## src/hdl/core_pkg.sv

```systemverilog
`default_nettype none

package core_pkg;

    localparam int          data_width = 32;
    localparam logic [31:0] reset_pc   = 32'h0000_0000;

    // alu control word encodings
    typedef enum logic [3:0] {
        alu_add      = 4'b0000,
        alu_sub      = 4'b0001,
        alu_and      = 4'b0010,
        alu_or       = 4'b0011,
        alu_nor      = 4'b0100,
        alu_xor      = 4'b0101,
        alu_sll      = 4'b0110,
        alu_sra      = 4'b0111,
        alu_srl      = 4'b1000,
        alu_slt      = 4'b1001,
        alu_sltu     = 4'b1010,
        alu_pass_imm = 4'b1111  // lui and jal link
    } alu_op_t;

    typedef enum logic [1:0] {
        jk_none     = 2'b00,
        jk_branch   = 2'b01,
        jk_jump     = 2'b10,
        jk_jump_reg = 2'b11
    } jump_kind_t;

    typedef enum logic [1:0] {
        dst_none   = 2'b00,
        dst_rd     = 2'b01,
        dst_rt     = 2'b10,
        dst_link31 = 2'b11
    } reg_dst_t;

    typedef enum logic [1:0] {
        imm_ext         = 2'b00,
        imm_upper       = 2'b01,
        imm_word_offset = 2'b10,
        imm_link_pc     = 2'b11
    } imm_kind_t;

endpackage

`default_nettype wire

```

## src/hdl/isa_pkg.sv

```systemverilog
`default_nettype none

package isa_pkg;

    // instruction field positions
    localparam int op_msb     = 31;
    localparam int op_lsb     = 26;
    localparam int rs_msb     = 25;
    localparam int rs_lsb     = 21;
    localparam int rt_msb     = 20;
    localparam int rt_lsb     = 16;
    localparam int rd_msb     = 15;
    localparam int rd_lsb     = 11;
    localparam int shamt_msb  = 10;
    localparam int shamt_lsb  = 6;
    localparam int funct_msb  = 5;
    localparam int funct_lsb  = 0;
    localparam int imm_msb    = 15;
    localparam int imm_lsb    = 0;
    localparam int index_msb  = 25;
    localparam int index_lsb  = 0;

    typedef enum logic [5:0] {
        op_rtype = 6'b000000,
        op_j     = 6'b000010,
        op_jal   = 6'b000011,
        op_beq   = 6'b000100,
        op_bne   = 6'b000101,
        op_addiu = 6'b001001,
        op_slti  = 6'b001010,
        op_sltiu = 6'b001011,
        op_andi  = 6'b001100,
        op_ori   = 6'b001101,
        op_xori  = 6'b001110,
        op_lui   = 6'b001111,
        op_lw    = 6'b100011,
        op_sw    = 6'b101011
    } opcode_t;

    typedef enum logic [5:0] {
        fn_sll  = 6'b000000,
        fn_srl  = 6'b000010,
        fn_sra  = 6'b000011,
        fn_jr   = 6'b001000,
        fn_addu = 6'b100001,
        fn_subu = 6'b100011,
        fn_and  = 6'b100100,
        fn_or   = 6'b100101,
        fn_xor  = 6'b100110,
        fn_nor  = 6'b100111,
        fn_slt  = 6'b101010,
        fn_sltu = 6'b101011
    } funct_t;

endpackage

`default_nettype wire

```

## src/hdl/alu.sv

```systemverilog
`default_nettype none

module alu
    import core_pkg::*;
(
    input  logic [data_width-1:0] a,
    input  logic [data_width-1:0] b,
    input  alu_op_t               op,
    output logic [data_width-1:0] y
);

    logic [4:0] sa;
    logic       lt_signed;
    logic       lt_unsigned;

    assign sa          = a[4:0];  // shift amount
    assign lt_signed   = $signed(a) < $signed(b);
    assign lt_unsigned = a < b;

    always_comb begin
        case (op)
            alu_add:      y = a + b;
            alu_sub:      y = a - b;
            alu_and:      y = a & b;
            alu_or:       y = a | b;
            alu_nor:      y = ~(a | b);
            alu_xor:      y = a ^ b;
            alu_sll:      y = b << sa;
            alu_sra:      y = $signed(b) >>> sa;
            alu_srl:      y = b >> sa;
            alu_slt:      y = {{(data_width-1){1'b0}}, lt_signed};
            alu_sltu:     y = {{(data_width-1){1'b0}}, lt_unsigned};
            alu_pass_imm: y = b;
            default:      y = '0;
        endcase
    end

endmodule

`default_nettype wire

```

## src/hdl/decode.sv

```systemverilog
`default_nettype none

module decode
    import isa_pkg::*, core_pkg::*;
(
    input  logic [31:0] instr,
    input  logic [31:0] pc,
    input  logic [31:0] vs,
    input  logic [31:0] vt,
    output logic [4:0]  rs,
    output logic [4:0]  rt,
    output logic [4:0]  rd,
    output logic [4:0]  shamt,
    output logic [31:0] imm,
    output alu_op_t     alu_op,
    output logic        alu_use_imm,
    output logic        alu_use_shamt,
    output logic        reg_write,
    output logic        mem_to_reg,
    output logic        mem_write,
    output logic        branch_taken,
    output jump_kind_t  jump_kind
);

    opcode_t     op;
    funct_t      funct;
    logic [15:0] imm16;
    logic [31:0] ext_imm;
    logic        sign_ext;
    reg_dst_t    reg_dst;
    imm_kind_t   imm_kind;

    assign op    = opcode_t'(instr[op_msb:op_lsb]);
    assign funct = funct_t'(instr[funct_msb:funct_lsb]);
    assign rs    = instr[rs_msb:rs_lsb];
    assign rt    = instr[rt_msb:rt_lsb];
    assign shamt = instr[shamt_msb:shamt_lsb];
    assign imm16 = instr[imm_msb:imm_lsb];

    always_comb begin
        // anything unknown falls through as a no-op
        alu_op        = alu_add;
        alu_use_imm   = 1'b0;
        alu_use_shamt = 1'b0;
        reg_write     = 1'b0;
        mem_to_reg    = 1'b0;
        mem_write     = 1'b0;
        sign_ext      = 1'b0;
        reg_dst       = dst_none;
        imm_kind      = imm_ext;
        jump_kind     = jk_none;
        if (op == op_rtype) begin
            reg_write = 1'b1;
            reg_dst   = dst_rd;
            case (funct)
                fn_addu: alu_op = alu_add;
                fn_subu: alu_op = alu_sub;
                fn_and:  alu_op = alu_and;
                fn_or:   alu_op = alu_or;
                fn_nor:  alu_op = alu_nor;
                fn_xor:  alu_op = alu_xor;
                fn_slt:  alu_op = alu_slt;
                fn_sltu: alu_op = alu_sltu;
                fn_sll, fn_sra, fn_srl: begin
                    alu_use_shamt = 1'b1;
                    alu_op = (funct == fn_sll) ? alu_sll :
                             (funct == fn_sra) ? alu_sra : alu_srl;
                end
                fn_jr: begin
                    reg_write = 1'b0;
                    reg_dst   = dst_none;
                    jump_kind = jk_jump_reg;
                end
                default: begin
                    reg_write = 1'b0;
                    reg_dst   = dst_none;
                end
            endcase
        end else begin
            case (op)
                op_addiu, op_slti, op_sltiu, op_lw: begin
                    sign_ext    = 1'b1;
                    alu_use_imm = 1'b1;
                    reg_write   = 1'b1;
                    reg_dst     = dst_rt;
                    mem_to_reg  = (op == op_lw);
                    alu_op      = (op == op_slti)  ? alu_slt :
                                  (op == op_sltiu) ? alu_sltu : alu_add;
                end
                op_andi, op_ori, op_xori, op_lui: begin
                    alu_use_imm = 1'b1;  // zero-extended forms
                    reg_write   = 1'b1;
                    reg_dst     = dst_rt;
                    imm_kind    = (op == op_lui) ? imm_upper : imm_ext;
                    alu_op      = (op == op_andi) ? alu_and :
                                  (op == op_ori)  ? alu_or  :
                                  (op == op_xori) ? alu_xor : alu_pass_imm;
                end
                op_sw: begin
                    sign_ext    = 1'b1;
                    alu_use_imm = 1'b1;
                    mem_write   = 1'b1;
                end
                op_beq, op_bne: begin
                    sign_ext  = 1'b1;
                    imm_kind  = imm_word_offset;
                    jump_kind = jk_branch;
                end
                op_j: jump_kind = jk_jump;
                op_jal: begin
                    alu_use_imm = 1'b1;
                    alu_op      = alu_pass_imm;
                    reg_write   = 1'b1;
                    reg_dst     = dst_link31;
                    imm_kind    = imm_link_pc;
                    jump_kind   = jk_jump;
                end
                default: ;
            endcase
        end
    end

    always_comb begin
        case (reg_dst)
            dst_rd:     rd = instr[rd_msb:rd_lsb];
            dst_rt:     rd = rt;
            dst_link31: rd = 5'd31;
            default:    rd = 5'd0;
        endcase
    end

    assign ext_imm = sign_ext ? {{16{imm16[15]}}, imm16} : {16'h0000, imm16};

    always_comb begin
        case (imm_kind)
            imm_upper:       imm = {imm16, 16'h0000};
            imm_word_offset: imm = ext_imm << 2;
            imm_link_pc:     imm = pc + 32'd8;  // return past the delay slot
            default:         imm = ext_imm;
        endcase
    end

    assign branch_taken = ((op == op_beq) && (vs == vt)) ||
                          ((op == op_bne) && (vs != vt));

endmodule

`default_nettype wire

```

## src/hdl/mips_core.sv

```systemverilog
`default_nettype none

module mips_core
    import isa_pkg::*, core_pkg::*;
(
    input  logic        clk,
    input  logic        reset,
    input  logic [31:0] imem_data,
    input  logic [31:0] dmem_rdata,
    output logic [31:0] imem_addr,
    output logic [31:0] dmem_addr,
    output logic [31:0] dmem_wdata,
    output logic        dmem_we,
    output logic        commit_we,
    output logic [4:0]  commit_reg,
    output logic [31:0] commit_data
);

    logic [31:0] pc;
    logic [31:0] pc_plus4;
    logic [31:0] vs;
    logic [31:0] vt;
    logic [4:0]  rs;
    logic [4:0]  rt;
    logic [4:0]  rd;
    logic [4:0]  shamt;
    logic [31:0] imm;
    alu_op_t     alu_op;
    logic        alu_use_imm;
    logic        alu_use_shamt;
    logic        reg_write;
    logic        mem_to_reg;
    logic        mem_write;
    logic        branch_taken;
    jump_kind_t  jump_kind;
    logic        redirect;
    logic [31:0] target;
    logic [31:0] alu_a;
    logic [31:0] alu_b;
    logic [31:0] alu_y;
    logic [31:0] wb_data;
    logic        wb_en;

    pc_unit pc_i (
        .clk      (clk),
        .reset    (reset),
        .redirect (redirect),
        .target   (target),
        .pc       (pc)
    );

    decode decode_i (
        .instr         (imem_data),
        .pc            (pc),
        .vs            (vs),
        .vt            (vt),
        .rs            (rs),
        .rt            (rt),
        .rd            (rd),
        .shamt         (shamt),
        .imm           (imm),
        .alu_op        (alu_op),
        .alu_use_imm   (alu_use_imm),
        .alu_use_shamt (alu_use_shamt),
        .reg_write     (reg_write),
        .mem_to_reg    (mem_to_reg),
        .mem_write     (mem_write),
        .branch_taken  (branch_taken),
        .jump_kind     (jump_kind)
    );

    regfile regfile_i (
        .clk   (clk),
        .reset (reset),
        .we    (wb_en),
        .ra1   (rs),
        .ra2   (rt),
        .wa    (rd),
        .wd    (wb_data),
        .rd1   (vs),
        .rd2   (vt)
    );

    alu alu_i (
        .a  (alu_a),
        .b  (alu_b),
        .op (alu_op),
        .y  (alu_y)
    );

    assign imem_addr = pc;
    assign pc_plus4  = pc + 32'd4;

    // a not-taken branch leaves the pc alone
    assign redirect = branch_taken || (jump_kind == jk_jump) || (jump_kind == jk_jump_reg);

    always_comb begin
        case (jump_kind)
            jk_branch:   target = pc_plus4 + imm;
            jk_jump:     target = {pc_plus4[31:28], imem_data[index_msb:index_lsb], 2'b00};
            jk_jump_reg: target = vs;
            default:     target = pc_plus4;
        endcase
    end

    assign alu_a = alu_use_shamt ? {27'd0, shamt} : vs;
    assign alu_b = alu_use_imm ? imm : vt;

    assign dmem_addr  = alu_y;
    assign dmem_wdata = vt;
    assign dmem_we    = mem_write;

    assign wb_data = mem_to_reg ? dmem_rdata : alu_y;
    assign wb_en   = reg_write && (rd != 5'd0);  // writes to $zero are dropped

    assign commit_we   = wb_en;
    assign commit_reg  = rd;
    assign commit_data = wb_data;

endmodule

`default_nettype wire

```

## src/hdl/pc_unit.sv

```systemverilog
`default_nettype none

module pc_unit
    import core_pkg::*;
(
    input  logic        clk,
    input  logic        reset,
    input  logic        redirect,
    input  logic [31:0] target,
    output logic [31:0] pc
);

    logic        pending;
    logic [31:0] pending_target;

    // the redirect waits one cycle so the delay slot at pc+4 still runs
    always_ff @(posedge clk) begin
        if (reset) begin
            pc      <= reset_pc;
            pending <= 1'b0;
        end else begin
            pc      <= pending ? pending_target : pc + 32'd4;
            pending <= redirect;
        end
    end

    always_ff @(posedge clk) begin
        if (redirect) begin
            pending_target <= target;
        end
    end

endmodule

`default_nettype wire

```

## src/hdl/regfile.sv

```systemverilog
`default_nettype none

module regfile
    import core_pkg::*;
(
    input  logic                  clk,
    input  logic                  reset,
    input  logic                  we,
    input  logic [4:0]            ra1,
    input  logic [4:0]            ra2,
    input  logic [4:0]            wa,
    input  logic [data_width-1:0] wd,
    output logic [data_width-1:0] rd1,
    output logic [data_width-1:0] rd2
);

    logic [data_width-1:0] regs [32];

    always_ff @(posedge clk) begin
        if (reset) begin
            for (int i = 0; i < 32; i++) begin
                regs[i] <= '0;
            end
        end else if (we && (wa != 5'd0)) begin
            regs[wa] <= wd;
        end
    end

    // $zero reads as zero whatever the array holds
    assign rd1 = (ra1 == 5'd0) ? '0 : regs[ra1];
    assign rd2 = (ra2 == 5'd0) ? '0 : regs[ra2];

endmodule

`default_nettype wire

```

## config.mk

```make
export PLATFORM = sky130hd
export DESIGN_NAME = mips_core
export DESIGN_NICKNAME = d
export VERILOG_FILES = /design/src/hdl/core_pkg.sv /design/src/hdl/isa_pkg.sv /design/src/hdl/alu.sv /design/src/hdl/decode.sv /design/src/hdl/mips_core.sv /design/src/hdl/pc_unit.sv /design/src/hdl/regfile.sv
export SDC_FILE = /design/constraint.sdc
export NUM_CORES = 2
export LEC_CHECK = 0
export BUFFER_PORTS_ARGS = -buffer_cell sky130_fd_sc_hd__buf_2
export CAP_MARGIN = 20
export CORE_AREA = 2 2 442 444
export DETAILED_ROUTE_END_ITERATION = 10
export DIE_AREA = 0 0 444 446
export GPL_TIMING_DRIVEN = 0
export PLACE_DENSITY_LB_ADDON = 0.25
export SETUP_SLACK_MARGIN = 0.4
export SLEW_MARGIN = 5
export SYNTH_ARGS = -nofsm -noshare
export SYNTH_HDL_FRONTEND = slang
export SYNTH_SLANG_ARGS = --single-unit
```

## constraint.sdc

```tcl
create_clock -name clk -period 8.2 [get_ports clk]
set_clock_uncertainty 0.2 [all_clocks]
set_input_delay 0.41 -clock clk [delete_from_list [all_inputs] [get_ports clk]]
set_output_delay 0.41 -clock clk [all_outputs]
set_load 0.01 [all_outputs]
```

==> out/metrics.csv <==
metric,value,unit
Die Y,446,um
post-route setup slack,0.165,ns
GPL Wtd Cong,1.07,
initial antenna violation count,33,
Worst-Margin Slew,1.34,ns
reg2reg end,regfile_i.regs[31][30]$_SDFFCE_PN0P_,
Clock Pin Slew Worst Setup and Hold Paths,0.06,ns
Post-Synthesis Cells,6332,
"FFs w/ async S/R, synth",0,%
DR vias/cell,7.05,
"EDFF count, synth",1056,
Slew headroom,10.4,%
first-pass GRT wire length,584000,um
Internal,11.6,mW
total vias in the final route,68300,
CP Max Fanout,10,
Max Root-Sink Buffers,3,
"area leader, netlist",edfxtp_1,
Final ANT Viol Nets,0,
Psw,7.65,mW
num rows,162,
DRT Pass-1 Iters,8,
Logic pwr share,37.9,%
Worst Hold Class,in -> reg,
Synthesis Warnings,0,
post-synthesis cell type count,115,
Die W,444,um
area grow syn2layout,22.2,%
startpoint types,primary input,
CP Capture Type,output pin,
area share of the largest cell type after synthesis,44.6,%
"Core Util, Final",44.9,%
synthesized flop and latch total,1089,
Tmin final,8.03,ns
Hold Path Stages,4,
nets,7228,
Synth Flop Type,edfxtp_1,
hpwl dp,326000,um
Max Cap Viol,0,
Sw Ratio,39.6,%
Final Max Tran Viols,0,
Initial Util,36.7,%
DIE AREA,198000,um2
Mapped Area,71100,um2
Clock Latency Late Sink,0.82,ns
# H-tree levels,3,
"Req. time, crit path",7.59,ns
failing checks,hold timing,
Core ar.,194000,um2
register area share after synthesis,45.6,%
Worst Hold Launch,dmem_rdata[2],
Sink Count,1089,
routed len/inst,46.5,um
crit share post-route,98.0,%
share of layout cells above drive strength 1,26.8,%
vias in the first global route,63500,
status,"complete, but fails checks",
Final Hold Viols,2,
Flop pwr share,33.3,%
pre-CTS WS,-4.25,ns
# IOs,201,
Setup-failing EPs final,0,
Inserted Clock Buffers,118,
Syn Area/Cell,11.2,um2
Peak Freq,124,MHz
DRT Wirelength,451000,um
I/O Buffers,192,
unrepaired setup endpoints after global routing,true,
clock network fraction of design power,28.8,%
WHS Endpoint,regfile_i.regs[5][2]$_SDFFCE_PN0P_,
RR Startpoint,pc_i.pc[8]$_SDFF_PP0_,
Worst R2R Setup Slack,0.97,ns
largest net degree at the start of global routing,33,
VDD IR max,0.194,mV
CTS tree,yes,
Synth top cells by count,"nor2_1 (1,187), edfxtp_1 (1,056), mux4_2 (472), nand2_1 (359), mux2i_1 (334)",
LEAKAGE,33.2,nW
Residual DRC,0,
Synth area leaders,"edfxtp_1 (45%), mux4_2 (15%), nor2_1 (6.3%)",
Power per Cell Area,222,nW/um2
cell count of the worst reg-to-reg path,23,
Total GRT Usage,44.3,%
final hold slack,-0.0196,ns
GR Overflow Total,0,
CTS root buf,clkbuf_16,
First DRT Iteration DRCs,12100,
Critical Path AT,7.42,ns
kind of critical path,in -> out,
most frequent cell after synthesis,nor2_1,
state kept, by name, summed over array words and instances (netlist names):
signal / cells
regfile_i.regs: 1024
pc_i.pending_target: 32
pc_i.pending: 1
pc_i.pc: 32
cell usage in the layout, fill, tap and decap left out, drive strengths merged, types with 50 or more instances in the layout:
cell and instances:
mux4 472, nor4 55, a211oi 86, o21ai 170, edfxtp 1056, o211ai 63
buf 803, a22oi 88, ha 140, o221ai 67, nand2 360, o22ai 50
nand2b 65, a21oi 247, xnor2 71, nor2 1188, inv 161, clkbuf 445
nand3 124, a21o 50, clkinv 65, mux2i 339, nor3 214
repair_timing:
item / in CTS / in global routing
pin swaps: 70 / 48
endpoints found under the hold margin: 18 / 2
endpoints found under the setup margin: 1025 / 29
gates resized for setup: 677 / 173
buffers inserted: 141 / 69
hold buffers: 9 / 2
worst max-delay path: stages:
cell and delay [ns]:
buf_2 0.25, buf_6 0.22, buf_2 0.40, clkbuf_8 0.37, mux4_2 0.37, mux4_2 0.50, mux2_4 0.34, and2_2 0.29
nand2_2 0.14, ha_1 0.24, clkbuf_4 0.20, nor2b_1 0.16, o21ai_2 0.16, o211ai_1 0.11, buf_4 0.17, a2111oi_4 0.46
o211ai_1 0.25, a31oi_2 0.30, o31a_1 0.19, mux2i_1 0.10, a22oi_2 0.50, or4b_4 0.60, o21bai_4 0.18, buf_12 0.15
buf_8 0.11, inv_4 0.05, buf_6 0.12
cell type report:
type,count,area [um2]
tap,2542,3180
inverter,159,604
multi-input combinational,4531,37500
fill,18200,107000
buffer,584,4480
clock buffer,141,3080
sequential,1089,32400
timing repair buffer,536,4780
clock inverter,80,803
antenna,28,70.1
power groups by stage:
stage	sequential (mW)	combinational, mW	clock [mW]
final	6.42	7.32	5.56
after global routing	6.43	7.35	5.69
after CTS	6.41	6.76	5.48
after detailed placement	6.52	6.08	0
after global placement	6.53	5.90	0
after floorplan	6.49	3.09	0
routing by layer:
layer  track usage (%)  vias up  share of wire [%]
met1              50.5    34000                 33
met4              39.0       30                 11
met3              18.8     1898                 15
met2              63.3     6670                 41
met5                 0        -               0.11
li1                  -    25700                  -
worst max-delay path by stage:
| stage | startpoint | depth (start not counted) | slack, ns | endpoint |
|---|---|---|---|---|
| 6_report | imem_data[22] | 27 | 0.17 | commit_data[30] |
| 5_1_grt | regfile_i.regs[9][0]$_SDFFCE_PN0P_ | 28 | 0.21 | commit_data[30] |
| 4_1_cts | pc_i.pc[15]$_SDFF_PP0_ | 17 | 0.30 | commit_data[10] |
| 3_5_place_dp | imem_data[21] | 30 | -4.25 | commit_data[28] |
| 3_3_place_gp | imem_data[23] | 27 | -6.12 | commit_data[28] |
| 2_1_floorplan | imem_data[22] | 25 | 1.24 | commit_data[28] |
through the flow:
stage	instance area, um2	cells	hold slack [ns]	total power [mW]	setup TNS, ns
5_1_grt	86800	9665	0.0173	19.5	0
6_report	86800	9690	-0.0196	19.3	0
3_5_place_dp	77400	9211	0.266	12.6	-2574.43
3_3_place_gp	75300	9097	0.266	12.4	-4399.27
4_1_cts	85400	9582	0.00238	18.6	0
2_1_floorplan	71200	6363	0.252	9.58	0
cells by family after synthesis:
family / Yosys count / synth area share (%)
buf+inv: 743 / 4.77
simple gates: 2243 / 14.0
mux: 822 / 20.0
xor+xnor: 91 / 1.12
other cells: 1 / 0.00528
flops: 1089 / 45.6
compound gates: 1200 / 12.1
fa+ha+maj: 143 / 2.55
(Power assumes the default switching activity.)
